===== src/common/glm_pkg.sv =====
package glm_pkg;

    localparam int lanes_per_line = 4;
    localparam int lane_width = 16;
    localparam int frac_bits = 12;
    localparam int addr_width = 10;
    localparam int fifo_depth = 8;

    // one Q4.12 lane.
    typedef logic signed [lane_width-1:0] lane_t;

    // the memory ports move raw words while the datapath works on lanes.
    // lane 0 occupies the low bits.
    typedef union packed {
        logic [lanes_per_line*lane_width-1:0] raw;
        lane_t [lanes_per_line-1:0]           lanes;
    } line_t;

    typedef logic [addr_width-1:0] addr_t;

    typedef struct packed {
        logic [15:0] num_lines;
        logic [15:0] num_iterations;
        addr_t       left_base;
        addr_t       right_base;
        addr_t       out_base;
        logic        do_sigmoid;
    } delta_cmd_t;

    typedef struct packed {
        logic  en;
        addr_t addr;
    } mem_rd_req_t;

    typedef struct packed {
        logic  en;
        addr_t addr;
        line_t data;
    } mem_wr_t;

endpackage


===== src/design/glm_delta_top.sv =====
module glm_delta_top
    import glm_pkg::*;
(
    input  logic        clk,
    input  logic        reset,
    input  logic        req,
    output logic        ack,
    input  delta_cmd_t  cmd,
    output mem_rd_req_t left_rd,
    input  line_t       left_rdata,
    output mem_rd_req_t right_rd,
    input  line_t       right_rdata,
    output mem_wr_t     delta_wr
);

    glm_delta delta_i (
        .clk,
        .reset,
        .req,
        .ack,
        .cmd,
        .left_rd,
        .left_rdata,
        .right_rd,
        .right_rdata,
        .delta_wr
    );

endmodule


===== src/design/line_fifo.sv =====
module line_fifo
    import glm_pkg::*;
(
    input  logic       clk,
    input  logic       reset,
    input  logic       push,
    input  line_t      push_data,
    input  logic       pop,
    output line_t      head,
    output logic       empty,
    output logic [3:0] count
);

    line_t mem [fifo_depth];

    logic [$clog2(fifo_depth)-1:0] wr_ptr;
    logic [$clog2(fifo_depth)-1:0] rd_ptr;

    // pointers wrap naturally since the depth is a power of two.
    always_ff @(posedge clk)
    begin
        if (reset)
        begin
            wr_ptr <= '0;
            rd_ptr <= '0;
            count  <= '0;
        end
        else
        begin
            if (push)
            begin
                wr_ptr <= wr_ptr + 1'b1;
            end
            if (pop)
            begin
                rd_ptr <= rd_ptr + 1'b1;
            end
            count <= count + {3'b000, push} - {3'b000, pop};
        end
    end

    always_ff @(posedge clk)
    begin
        if (push)
        begin
            mem[wr_ptr] <= push_data;
        end
    end

    // the head is read straight from the array, so a push shows up next cycle.
    assign head  = mem[rd_ptr];
    assign empty = (count == 4'd0);

endmodule


===== src/design/region_reader.sv =====
module region_reader
    import glm_pkg::*;
(
    input  logic        clk,
    input  logic        reset,
    input  logic        start,
    input  addr_t       base,
    input  logic [15:0] num_lines,
    input  logic [15:0] num_iterations,
    input  logic [3:0]  fifo_count,
    output mem_rd_req_t rd,
    input  line_t       rdata,
    output logic        line_valid,
    output line_t       line
);

    logic        active;
    addr_t       addr;
    logic [15:0] line_idx;
    logic [15:0] iter_idx;
    logic        issue;
    logic [4:0]  credit_used;

    // at most one read is outstanding, and it is the one now on line_valid.
    assign credit_used = {1'b0, fifo_count} + {4'b0000, line_valid};
    assign issue       = active && (credit_used < fifo_depth);

    assign rd = '{en: issue, addr: addr};

    always_ff @(posedge clk)
    begin
        if (reset)
        begin
            active     <= 1'b0;
            line_valid <= 1'b0;
        end
        else
        begin
            line_valid <= issue;
            if (start)
            begin
                active   <= (num_lines != 16'd0) && (num_iterations != 16'd0);
                addr     <= base;
                line_idx <= 16'd0;
                iter_idx <= 16'd0;
            end
            else if (issue)
            begin
                if (line_idx == num_lines - 16'd1)
                begin
                    // every iteration rereads the same region.
                    line_idx <= 16'd0;
                    addr     <= base;
                    iter_idx <= iter_idx + 16'd1;
                    if (iter_idx == num_iterations - 16'd1)
                    begin
                        active <= 1'b0;
                    end
                end
                else
                begin
                    line_idx <= line_idx + 16'd1;
                    addr     <= addr + 1'b1;
                end
            end
        end
    end

    // memory answers one cycle after the request, which lines up with line_valid.
    assign line.raw = rdata.raw;

endmodule


===== src/design/vector_sigmoid.sv =====
module vector_sigmoid
    import glm_pkg::*;
(
    input  logic  clk,
    input  logic  reset,
    input  logic  enable,
    input  logic  in_valid,
    input  line_t in_line,
    output logic  out_valid,
    output line_t out_line
);

    logic  s1_valid;
    logic  s1_bypass;
    line_t s1_line;

    always_ff @(posedge clk)
    begin
        if (reset)
        begin
            s1_valid  <= 1'b0;
            out_valid <= 1'b0;
        end
        else
        begin
            s1_valid  <= in_valid;
            out_valid <= s1_valid;
        end
    end

    always_ff @(posedge clk)
    begin
        // stage one forms x/4 + 0.5, which cannot overflow a lane.
        s1_bypass <= !enable;
        for (int i = 0; i < lanes_per_line; i++)
        begin
            if (enable)
            begin
                s1_line.lanes[i] <= (in_line.lanes[i] >>> 2) + lane_t'(1 << (frac_bits - 1));
            end
            else
            begin
                s1_line.lanes[i] <= in_line.lanes[i];
            end
        end

        // stage two clamps to the range zero to one.
        for (int i = 0; i < lanes_per_line; i++)
        begin
            if (s1_bypass)
            begin
                out_line.lanes[i] <= s1_line.lanes[i];
            end
            else if (s1_line.lanes[i] < 0)
            begin
                out_line.lanes[i] <= '0;
            end
            else if (s1_line.lanes[i] > lane_t'(1 << frac_bits))
            begin
                out_line.lanes[i] <= lane_t'(1 << frac_bits);
            end
            else
            begin
                out_line.lanes[i] <= s1_line.lanes[i];
            end
        end
    end

endmodule


===== src/design/vector_subtract.sv =====
module vector_subtract
    import glm_pkg::*;
(
    input  logic  clk,
    input  logic  reset,
    input  logic  in_valid,
    input  line_t minuend,
    input  line_t subtrahend,
    output logic  out_valid,
    output line_t out_line
);

    logic signed [lane_width:0] diff [lanes_per_line];
    line_t                      sat_line;

    always_comb
    begin
        for (int i = 0; i < lanes_per_line; i++)
        begin
            diff[i] = {minuend.lanes[i][lane_width-1], minuend.lanes[i]}
                    - {subtrahend.lanes[i][lane_width-1], subtrahend.lanes[i]};
            // the top two bits differ only when the result left the lane range.
            if (diff[i][lane_width] != diff[i][lane_width-1])
            begin
                sat_line.lanes[i] = diff[i][lane_width] ? {1'b1, {(lane_width-1){1'b0}}}
                                                        : {1'b0, {(lane_width-1){1'b1}}};
            end
            else
            begin
                sat_line.lanes[i] = diff[i][lane_width-1:0];
            end
        end
    end

    always_ff @(posedge clk)
    begin
        if (reset)
        begin
            out_valid <= 1'b0;
        end
        else
        begin
            out_valid <= in_valid;
        end
    end

    always_ff @(posedge clk)
    begin
        out_line <= sat_line;
    end

endmodule


===== src/glm_delta/glm_delta.sv =====
module glm_delta
    import glm_pkg::*;
(
    input  logic        clk,
    input  logic        reset,
    input  logic        req,
    output logic        ack,
    input  delta_cmd_t  cmd,
    output mem_rd_req_t left_rd,
    input  line_t       left_rdata,
    output mem_rd_req_t right_rd,
    input  line_t       right_rdata,
    output mem_wr_t     delta_wr
);

    typedef enum logic [1:0]
    {
        state_idle,
        state_process,
        state_done
    } state_t;

    state_t      state;
    delta_cmd_t  cmd_q;
    logic [31:0] total_lines;
    logic [31:0] lines_written;
    logic        start;

    logic        left_valid;
    line_t       left_line;
    logic        right_valid;
    line_t       right_line;
    logic        sig_stage1;
    logic        sig_valid;
    line_t       sig_line;
    line_t       left_head;
    line_t       right_head;
    logic        left_empty;
    logic        right_empty;
    logic [3:0]  left_count;
    logic [3:0]  right_count;
    logic [3:0]  left_credit;
    logic        pop;
    logic        sub_valid;
    line_t       sub_line;

    always_ff @(posedge clk)
    begin
        if (reset)
        begin
            state      <= state_idle;
            ack        <= 1'b0;
            start      <= 1'b0;
            sig_stage1 <= 1'b0;
        end
        else
        begin
            start      <= 1'b0;
            sig_stage1 <= left_valid;
            case (state)
                state_idle:
                begin
                    if (req && !ack)
                    begin
                        cmd_q         <= cmd;
                        total_lines   <= cmd.num_lines * cmd.num_iterations;
                        lines_written <= 32'd0;
                        start         <= 1'b1;
                        state         <= state_process;
                    end
                end
                state_process:
                begin
                    if (delta_wr.en)
                    begin
                        lines_written <= lines_written + 32'd1;
                    end
                    // an empty command completes on the first pass through here.
                    if (lines_written == total_lines)
                    begin
                        ack   <= 1'b1;
                        state <= state_done;
                    end
                end
                state_done:
                begin
                    if (!req)
                    begin
                        ack   <= 1'b0;
                        state <= state_idle;
                    end
                end
                default:
                begin
                    state <= state_idle;
                end
            endcase
        end
    end

    // lines inside the sigmoid still need room in the left FIFO.
    // sig_stage1 mirrors the first valid stage of the sigmoid pipeline.
    assign left_credit = left_count + {3'b000, sig_stage1} + {3'b000, sig_valid};

    region_reader left_reader_i (
        .clk, .reset,
        .start,
        .base(cmd_q.left_base),
        .num_lines(cmd_q.num_lines),
        .num_iterations(cmd_q.num_iterations),
        .fifo_count(left_credit),
        .rd(left_rd),
        .rdata(left_rdata),
        .line_valid(left_valid),
        .line(left_line)
    );

    region_reader right_reader_i (
        .clk, .reset,
        .start,
        .base(cmd_q.right_base),
        .num_lines(cmd_q.num_lines),
        .num_iterations(cmd_q.num_iterations),
        .fifo_count(right_count),
        .rd(right_rd),
        .rdata(right_rdata),
        .line_valid(right_valid),
        .line(right_line)
    );

    vector_sigmoid sigmoid_i (
        .clk, .reset,
        .enable(cmd_q.do_sigmoid),
        .in_valid(left_valid),
        .in_line(left_line),
        .out_valid(sig_valid),
        .out_line(sig_line)
    );

    line_fifo left_fifo_i (
        .clk, .reset,
        .push(sig_valid),
        .push_data(sig_line),
        .pop,
        .head(left_head),
        .empty(left_empty),
        .count(left_count)
    );

    line_fifo right_fifo_i (
        .clk, .reset,
        .push(right_valid),
        .push_data(right_line),
        .pop,
        .head(right_head),
        .empty(right_empty),
        .count(right_count)
    );

    // the write port never stalls, so a pair is taken as soon as both exist.
    assign pop = !left_empty && !right_empty;

    vector_subtract subtract_i (
        .clk, .reset,
        .in_valid(pop),
        .minuend(left_head),
        .subtrahend(right_head),
        .out_valid(sub_valid),
        .out_line(sub_line)
    );

    region_writer writer_i (
        .clk, .reset,
        .start,
        .base(cmd_q.out_base),
        .in_valid(sub_valid),
        .in_line(sub_line),
        .wr(delta_wr)
    );

endmodule


===== src/glm_delta/region_writer.sv =====
module region_writer
    import glm_pkg::*;
(
    input  logic    clk,
    input  logic    reset,
    input  logic    start,
    input  addr_t   base,
    input  logic    in_valid,
    input  line_t   in_line,
    output mem_wr_t wr
);

    addr_t next_addr;
    logic  wr_en_q;
    addr_t wr_addr_q;
    line_t wr_data_q;

    always_ff @(posedge clk)
    begin
        if (reset)
        begin
            wr_en_q <= 1'b0;
        end
        else
        begin
            wr_en_q <= in_valid;
        end
    end

    // addresses keep counting across iterations and wrap at the top of memory.
    always_ff @(posedge clk)
    begin
        if (start)
        begin
            next_addr <= base;
        end
        else if (in_valid)
        begin
            next_addr <= next_addr + 1'b1;
            wr_addr_q <= next_addr;
            wr_data_q <= in_line;
        end
    end

    assign wr = '{en: wr_en_q, addr: wr_addr_q, data: wr_data_q};

endmodule


===== config.mk =====
export PLATFORM = sky130hd
export DESIGN_NAME = glm_delta_top
export DESIGN_NICKNAME = d
export VERILOG_FILES = /design/src/common/glm_pkg.sv /design/src/design/glm_delta_top.sv /design/src/design/line_fifo.sv /design/src/design/region_reader.sv /design/src/design/vector_sigmoid.sv /design/src/design/vector_subtract.sv /design/src/glm_delta/glm_delta.sv /design/src/glm_delta/region_writer.sv
export SDC_FILE = /design/constraint.sdc
export NUM_CORES = 2
export LEC_CHECK = 0
export ABC_AREA = 0
export BUFFER_PORTS_ARGS = -buffer_cell sky130_fd_sc_hd__buf_2
export CELL_PAD_IN_SITES_DETAIL_PLACEMENT = 1
export CELL_PAD_IN_SITES_GLOBAL_PLACEMENT = 1
export CORE_ASPECT_RATIO = 0.9
export CORE_MARGIN = 2
export CORE_UTILIZATION = 57
export CTS_CLUSTER_DIAMETER = 80
export CTS_CLUSTER_SIZE = 40
export DETAILED_ROUTE_END_ITERATION = 10
export PLACE_DENSITY = 0.95
export SLEW_MARGIN = 10
export SYNTH_ARGS = -nofsm -noshare
export SYNTH_HDL_FRONTEND = slang
export SYNTH_SLANG_ARGS = --single-unit
export TNS_END_PERCENT = 10

===== constraint.sdc =====
create_clock -name clk -period 17.7 [get_ports clk]
set_clock_uncertainty 0.1 [all_clocks]
set_input_delay 5.31 -clock clk [delete_from_list [all_inputs] [get_ports clk]]
set_output_delay 5.31 -clock clk [all_outputs]
set_load 0.01 [all_outputs]

; Word level (Yosys, flattened, before mapping)
; Memory sizes are Yosys's and may differ from the RTL's. A register that Yosys moved wholly into a read port is not among the register bits.
; Cells that the tools add are included.
[word_totals]
regBits = 520
latchBits = 0
mem_bits_rw = 1024
mem_bits_ro = 0
output_inout_bits = 98
wordCells = 201
n_memories = 2
[memory_table]
columns = memory, depth, width, read_ports, rd_clocked_by_memory_dff, wr, line_no
row1 = delta_i.left_fifo_i.mem, 8, 64, 1, 1, 1, line_fifo.sv:14  ; line_t mem [fifo_depth];
row2 = delta_i.right_fifo_i.mem, 8, 64, 1, 1, 1, line_fifo.sv:14
[op_classes]
n_addsub = 30
multipliers = 1
div_mod_pow = 0
n_lt_le_gt_ge = 10
eq_ne = 15
shifts = 0
mux = 67
n_bitwise = 3
n_reduce_logical = 35
[ops]
columns = operator, n
row1 = 16-bit 2-to-1 mux, 32
row2 = 10-bit 2-to-1 mux, 8
row3 = 16-bit by 16-bit subtractor with 17-bit output, 4
row4 = "16-bit by 1-bit adder with 16-bit output, second input constant", 4
row5 = 16-bit == test, 4
row6 = "16-bit by 14-bit greater-than comparator with 1-bit output, second input constant", 4
row7 = "16-bit by 1-bit less-than comparator with 1-bit output, second input constant", 4
row8 = 32-bit 2-to-1 mux, 2
row9 = 32-bit case mux with 2 select lines, 1
row10 = "14-bit by 13-bit adder with 15-bit output, second input constant", 4
row11 = "32-bit by 1-bit adder with 32-bit output, second input constant", 1
row12 = 32-bit == test, 1
row13 = 16-bit by 16-bit multiplier with 32-bit output, 1
row14 = 16-bit nonzero test, 2
row15 = "16-bit by 1-bit subtractor with 16-bit output, second input constant", 2
row16 = "10-bit by 1-bit adder with 10-bit output, second input constant", 3
row17 = 3-bit AND reduction, 7
row18 = 2-bit nonzero test, 9
row19 = 4-bit by 1-bit adder with 4-bit output, 4
row20 = 1-bit 2-to-1 mux, 15
row21 = "3-bit by 1-bit adder with 3-bit output, second input constant", 4
row22 = 3-bit 2-to-1 mux, 4
row23 = 4-bit by 1-bit adder with 5-bit output, 2
row24 = "5-bit by 4-bit less-than comparator with 1-bit output, second input constant", 2
row25 = other kinds (17), 37

; Logic depth before layout (Yosys ltp)
[logic_depth]
word_depth = 7
ltp_mapped = 23
depth_no_buf = 21

; Modules after synthesis
; A second synthesis with hierarchy kept.
[hier_totals]
hier_cells = 4953
area_unflattened_um2 = 73688.2
[by_module_without_submodules]
columns = module, n_inst, cells_per_inst, area_each_um2, seq_area_each_um2
row1 = line_fifo, 2, 807, 19817.8, 15635.0
row2 = glm_delta, 1, 1310, 13644.3, 3913.8
row3 = region_reader, 2, 429, 3945.0, 1301.2
row4 = vector_subtract, 1, 637, 5141.2, 1301.2
row5 = vector_sigmoid, 1, 400, 4531.8, 2622.5
row6 = region_writer, 1, 134, 2845.2, 2542.4

; Worst setup path after synthesis
; Ideal clock, no wire load.
[synth_timing]
kind = input to register
startpoint = input port reset
endpoint = register delta_i.state[0]
setup_ns = 0.096
arrival_time_ns = 12.674
t_required_ns = 17.504
path_slack_ns = 4.830
path_stages = 3
path_cell_list = clkbuf_1 -> nor3_1 -> or2_2
[synth_lines]
columns = element, line_no
row1 = "start, declared", glm_delta_top.sv:5  ; input logic reset,
row2 = "end signal, assigned", glm_delta.sv:51  ; state <= state_idle;
row3 = "end signal, assigned", glm_delta.sv:69  ; state <= state_process;
row4 = "end signal, assigned", glm_delta.sv:82  ; state <= state_done;
row5 = "end, declared", glm_delta.sv:23  ; state_t state;

; Final worst setup path
[layout_timing]
startpoint = input port cmd[34] (netlist bit)
endpoint = register delta_i.total_lines[29] (data pin)
[layout_between]
elab_chain_len = 1
[layout_rtl]
columns = element, line_no
row1 = "start, declared", glm_delta_top.sv:8  ; input delta_cmd_t cmd,
row2 = 16-bit by 16-bit multiplier with 32-bit output, glm_delta.sv:66  ; total_lines <= cmd.num_lines * cmd.num_iterations;
row3 = "end signal, assigned", glm_delta.sv:66
row4 = "end, declared", glm_delta.sv:25  ; logic [31:0] total_lines;
; No other way between the ends.
; A chain may end at the register's enable or synchronous reset.

==> impl_metrics.ini <==
[synth]
syn_inst = 4551
ys_ff_latch = 1550
synth_top_area_cell = edfxtp_1
synth.area.top_cells = edfxtp_1 (56%), mux4_2 (8.2%), dfxtp_1 (6.6%)
synthSimpleGateAreaFrac_pct = 7.01
synth_top_area_share_pct = 56.1
async_flop_share_pct = 0
yosysSeqAreaShare_pct = 62.7
syn-cell-area_um2 = 70600
synthAdderAreaFrac_pct = 9.35
ys.warnings.count = 0
synth.mux.area_fraction_pct = 11.2
synth_ff_type = edfxtp_1
synth_xor_area_share_pct = 3.65
synth_top_family_by_area = multiplexers
synth_compound_area_share_pct = 3.61
syn_avg_cell_area_um2 = 15.5
synth_cell_types = 78
synth_edf_count = 1319
syn-num-nets = 5148

[cells_and_area]
fillCellCount = 11100
synthToLayoutAreaGrowth_pct = 7.73
final_cells = 6473
final_cell_mix = edfxtp_1 (1319), inv_1 (293), buf_2 (291)
nets = 5379
drive_gt1_share_pct = 17.8
final_common_cell = edfxtp_1

[clock_network]
htreeDepth = 2
clk_path_buf_depth = 3
numCtsBuffers = 55
clock_sinks = 1550
path_clk_slew_ps = 150
post_cts_buffers = 0
ctsResizeCount = 0
ctsHoldBuffers = 0
cts-root-buf = clkbuf_16
cts_tree = yes
clk-insertion-delay-late_ps = 760

[timing]
drv_slew = 0
post-route-period-util_pct = 65.0
rsz0062_at_grt = no
fmax_mhz = 86.9
finalSetupViolCount = 0
slew_headroom_pct = 10.2
fin_tns_setup_ps = 0
worst_pin_slew_ps = 1340
finalHoldViolCount = 0
layout_min_cycle_time_ps = 11510

[worst_setup_path]
crit_fanout = 17
worst_ep_arrival_time_ps = 11850
reg2reg_depth = 13
reg2reg_to = delta_i.subtract_i.out_line[37]$_DFF_P_
crit_path_start = cmd[34]
path_class = in2reg
critPathLaunchType = input port
setup.worst_path.end = delta_i.total_lines[29]$_DFFE_PP_
cp.required_ps = 18050
endpoint_kind = flop
r2r_slack_ps = 10490

[placement]
gp_congestion = 0.875
post-dp-hpwl_um = 134000
dp.cells = 6336
io_buffers = 291

[power_and_ir_drop]
p_leak_nw = 26.8
vdd_drop_max_mv = 0.203
power.density_nw_per_um2 = 162
power_mw = 12.3

[die]
initial_core_util_pct = 57.4
coreArea_um2 = 123000
ios = 292
die_height_um = 338
num_rows = 122
die_area_um2 = 127000
die_x_um = 375

[global_routing]
met1_usage_pct = 41.1
grt_pass1_wl_um = 311000
antenna_found_initial = 38
grt.overflow.total = 0
grtUsageTotal_pct = 33.3
busiest_layer = met2
grt_max_degree = 66
use_met2_pct = 57.0
grtUsageMet3_pct = 4.73
grt_pass1_vias = 46100

[route]
vias = 43800
totalWireLength_um = 225000
ant_nets = 0
drtIter0Drc = 5750
first_pass_iters = 8
post_drt_via_cell_ratio = 6.77
routedWlPerCell_um = 34.7
drc = 0

[worst_hold_path]
hold_class = reg2reg

[run_status]
outcome = finished clean

[job]
maxCapViolations = 0
[kinds of logic (layout without fill, tap and decap cells)]
logic type	after synthesis	count (layout)
simple gates	978	978
xor+xnor	291	291
flops	1550	1550
fa+ha+maj	408	408
buf+inv	455	733
mux	456	456
other cells	0	32
compound gates	413	413
[synth_stat cells (6+ instances only)]
cell type	number
or4_1	7
xor2_1	166
o21a_1	19
a41oi_1	6
nor3_1	42
xnor2_1	123
a21oi_1	134
and2_1	148
or2_2	10
a21boi_0	7
edfxtp_1	1319
o31ai_1	7
mux2_2	123
nand2b_1	29
nor4_1	35
mux4_2	256
nand3_1	70
a311oi_1	7
nor2_1	195
nand2_1	264
ha_1	202
dfxtp_1	231
and3_1	72
inv_1	293
nor2b_1	27
mux2i_1	76
o21ai_0	112
a31oi_1	14
a211oi_1	8
o31a_1	7
nor3b_1	9
o211ai_1	9
or3_1	19
clkbuf_1	118
a21o_1	38
nand4_1	23
buf_1	34
and4_1	6
fa_1	201
[registers in the layout, indices dropped and copies added, names as in the netlist, 32 cells and up, named ones only]
name,flops
delta_i.sigmoid_i.s1_line,64
delta_i.cmd_q,63
delta_i.writer_i.wr_data_q,64
delta_i.lines_written,32
delta_i.right_fifo_i.mem,512
delta_i.total_lines,32
delta_i.subtract_i.out_line,64
delta_i.left_fifo_i.mem,512
delta_i.sigmoid_i.out_line,64
[critical path: stages]
cell      delay, ps
buf_2           390
nand2_1         200
fa_1            520
fa_1            590
fa_1            470
fa_1            570
inv_1            60
fa_1            500
inv_1            60
fa_1            490
inv_1            70
ha_1            380
o21ai_0         140
a32oi_1         210
o21ai_0         270
o32ai_1         740
nor3_1          130
o221ai_1        330
nor4_1           80
a311o_1         330
[layout make-up]
class / count / area (um^2) / area share (%)
clock buffers: 68 / 1470 / 1.93
clock inverters: 36 / 568 / 0.747
multi-input cells: 2546 / 24800 / 32.6
repair buffers: 336 / 1790 / 2.36
inverters: 293 / 1100 / 1.45
diodes: 32 / 80.1 / 0.105
well taps: 1612 / 2020 / 2.65
flip-flops and latches: 1550 / 44300 / 58.2
[layer usage]
layer / vias to the layer above / wire length, um
li1: 17300 / -
met4: 18 / 17000
met3: 950 / 20100
met1: 22200 / 76900
met5: - / 109
met2: 3359 / 111000
[report_power, final]
group / internal [mW] / leakage (nW) / total [mW] / switching (mW)
registers: 4.41 / 13.9 / 4.69 / 0.280
clock network: 0.674 / 0.971 / 1.94 / 1.27
logic: 2.17 / 11.9 / 5.69 / 3.52
total: 7.25 / 26.8 / 12.3 / 5.07
[stage by stage]
stage	cell area [um^2]	hold slack, ps	util [%]	setup slack [ps]
5_1_grt	76000	325	61.9	5980
3_3_place_gp	73900	286	60.1	6160
6_report	76000	311	61.9	6190
3_5_place_dp	73900	290	60.1	5720
4_1_cts	75900	318	61.8	6410
2_1_floorplan	70600	286	-	4830
[worst min-delay path by stage]
stage	startpoint	slack, ps	cells after the start	to
floorplan	delta_i.subtract_i.out_line[0]$_DFF_P_	290	0	delta_i.writer_i.wr_data_q[0]$_DFFE_PP_
global placement	delta_i.subtract_i.out_line[37]$_DFF_P_	290	0	delta_i.writer_i.wr_data_q[37]$_DFFE_PP_
detailed placement	delta_i.subtract_i.out_line[20]$_DFF_P_	290	0	delta_i.writer_i.wr_data_q[20]$_DFFE_PP_
CTS	delta_i.subtract_i.out_line[1]$_DFF_P_	320	0	delta_i.writer_i.wr_data_q[1]$_DFFE_PP_
global route	delta_i.subtract_i.out_line[1]$_DFF_P_	320	0	delta_i.writer_i.wr_data_q[1]$_DFFE_PP_
finish	delta_i.subtract_i.out_line[1]$_DFF_P_	310	0	delta_i.writer_i.wr_data_q[1]$_DFFE_PP_
No activity file was read; power rests on OpenSTA's default activity.
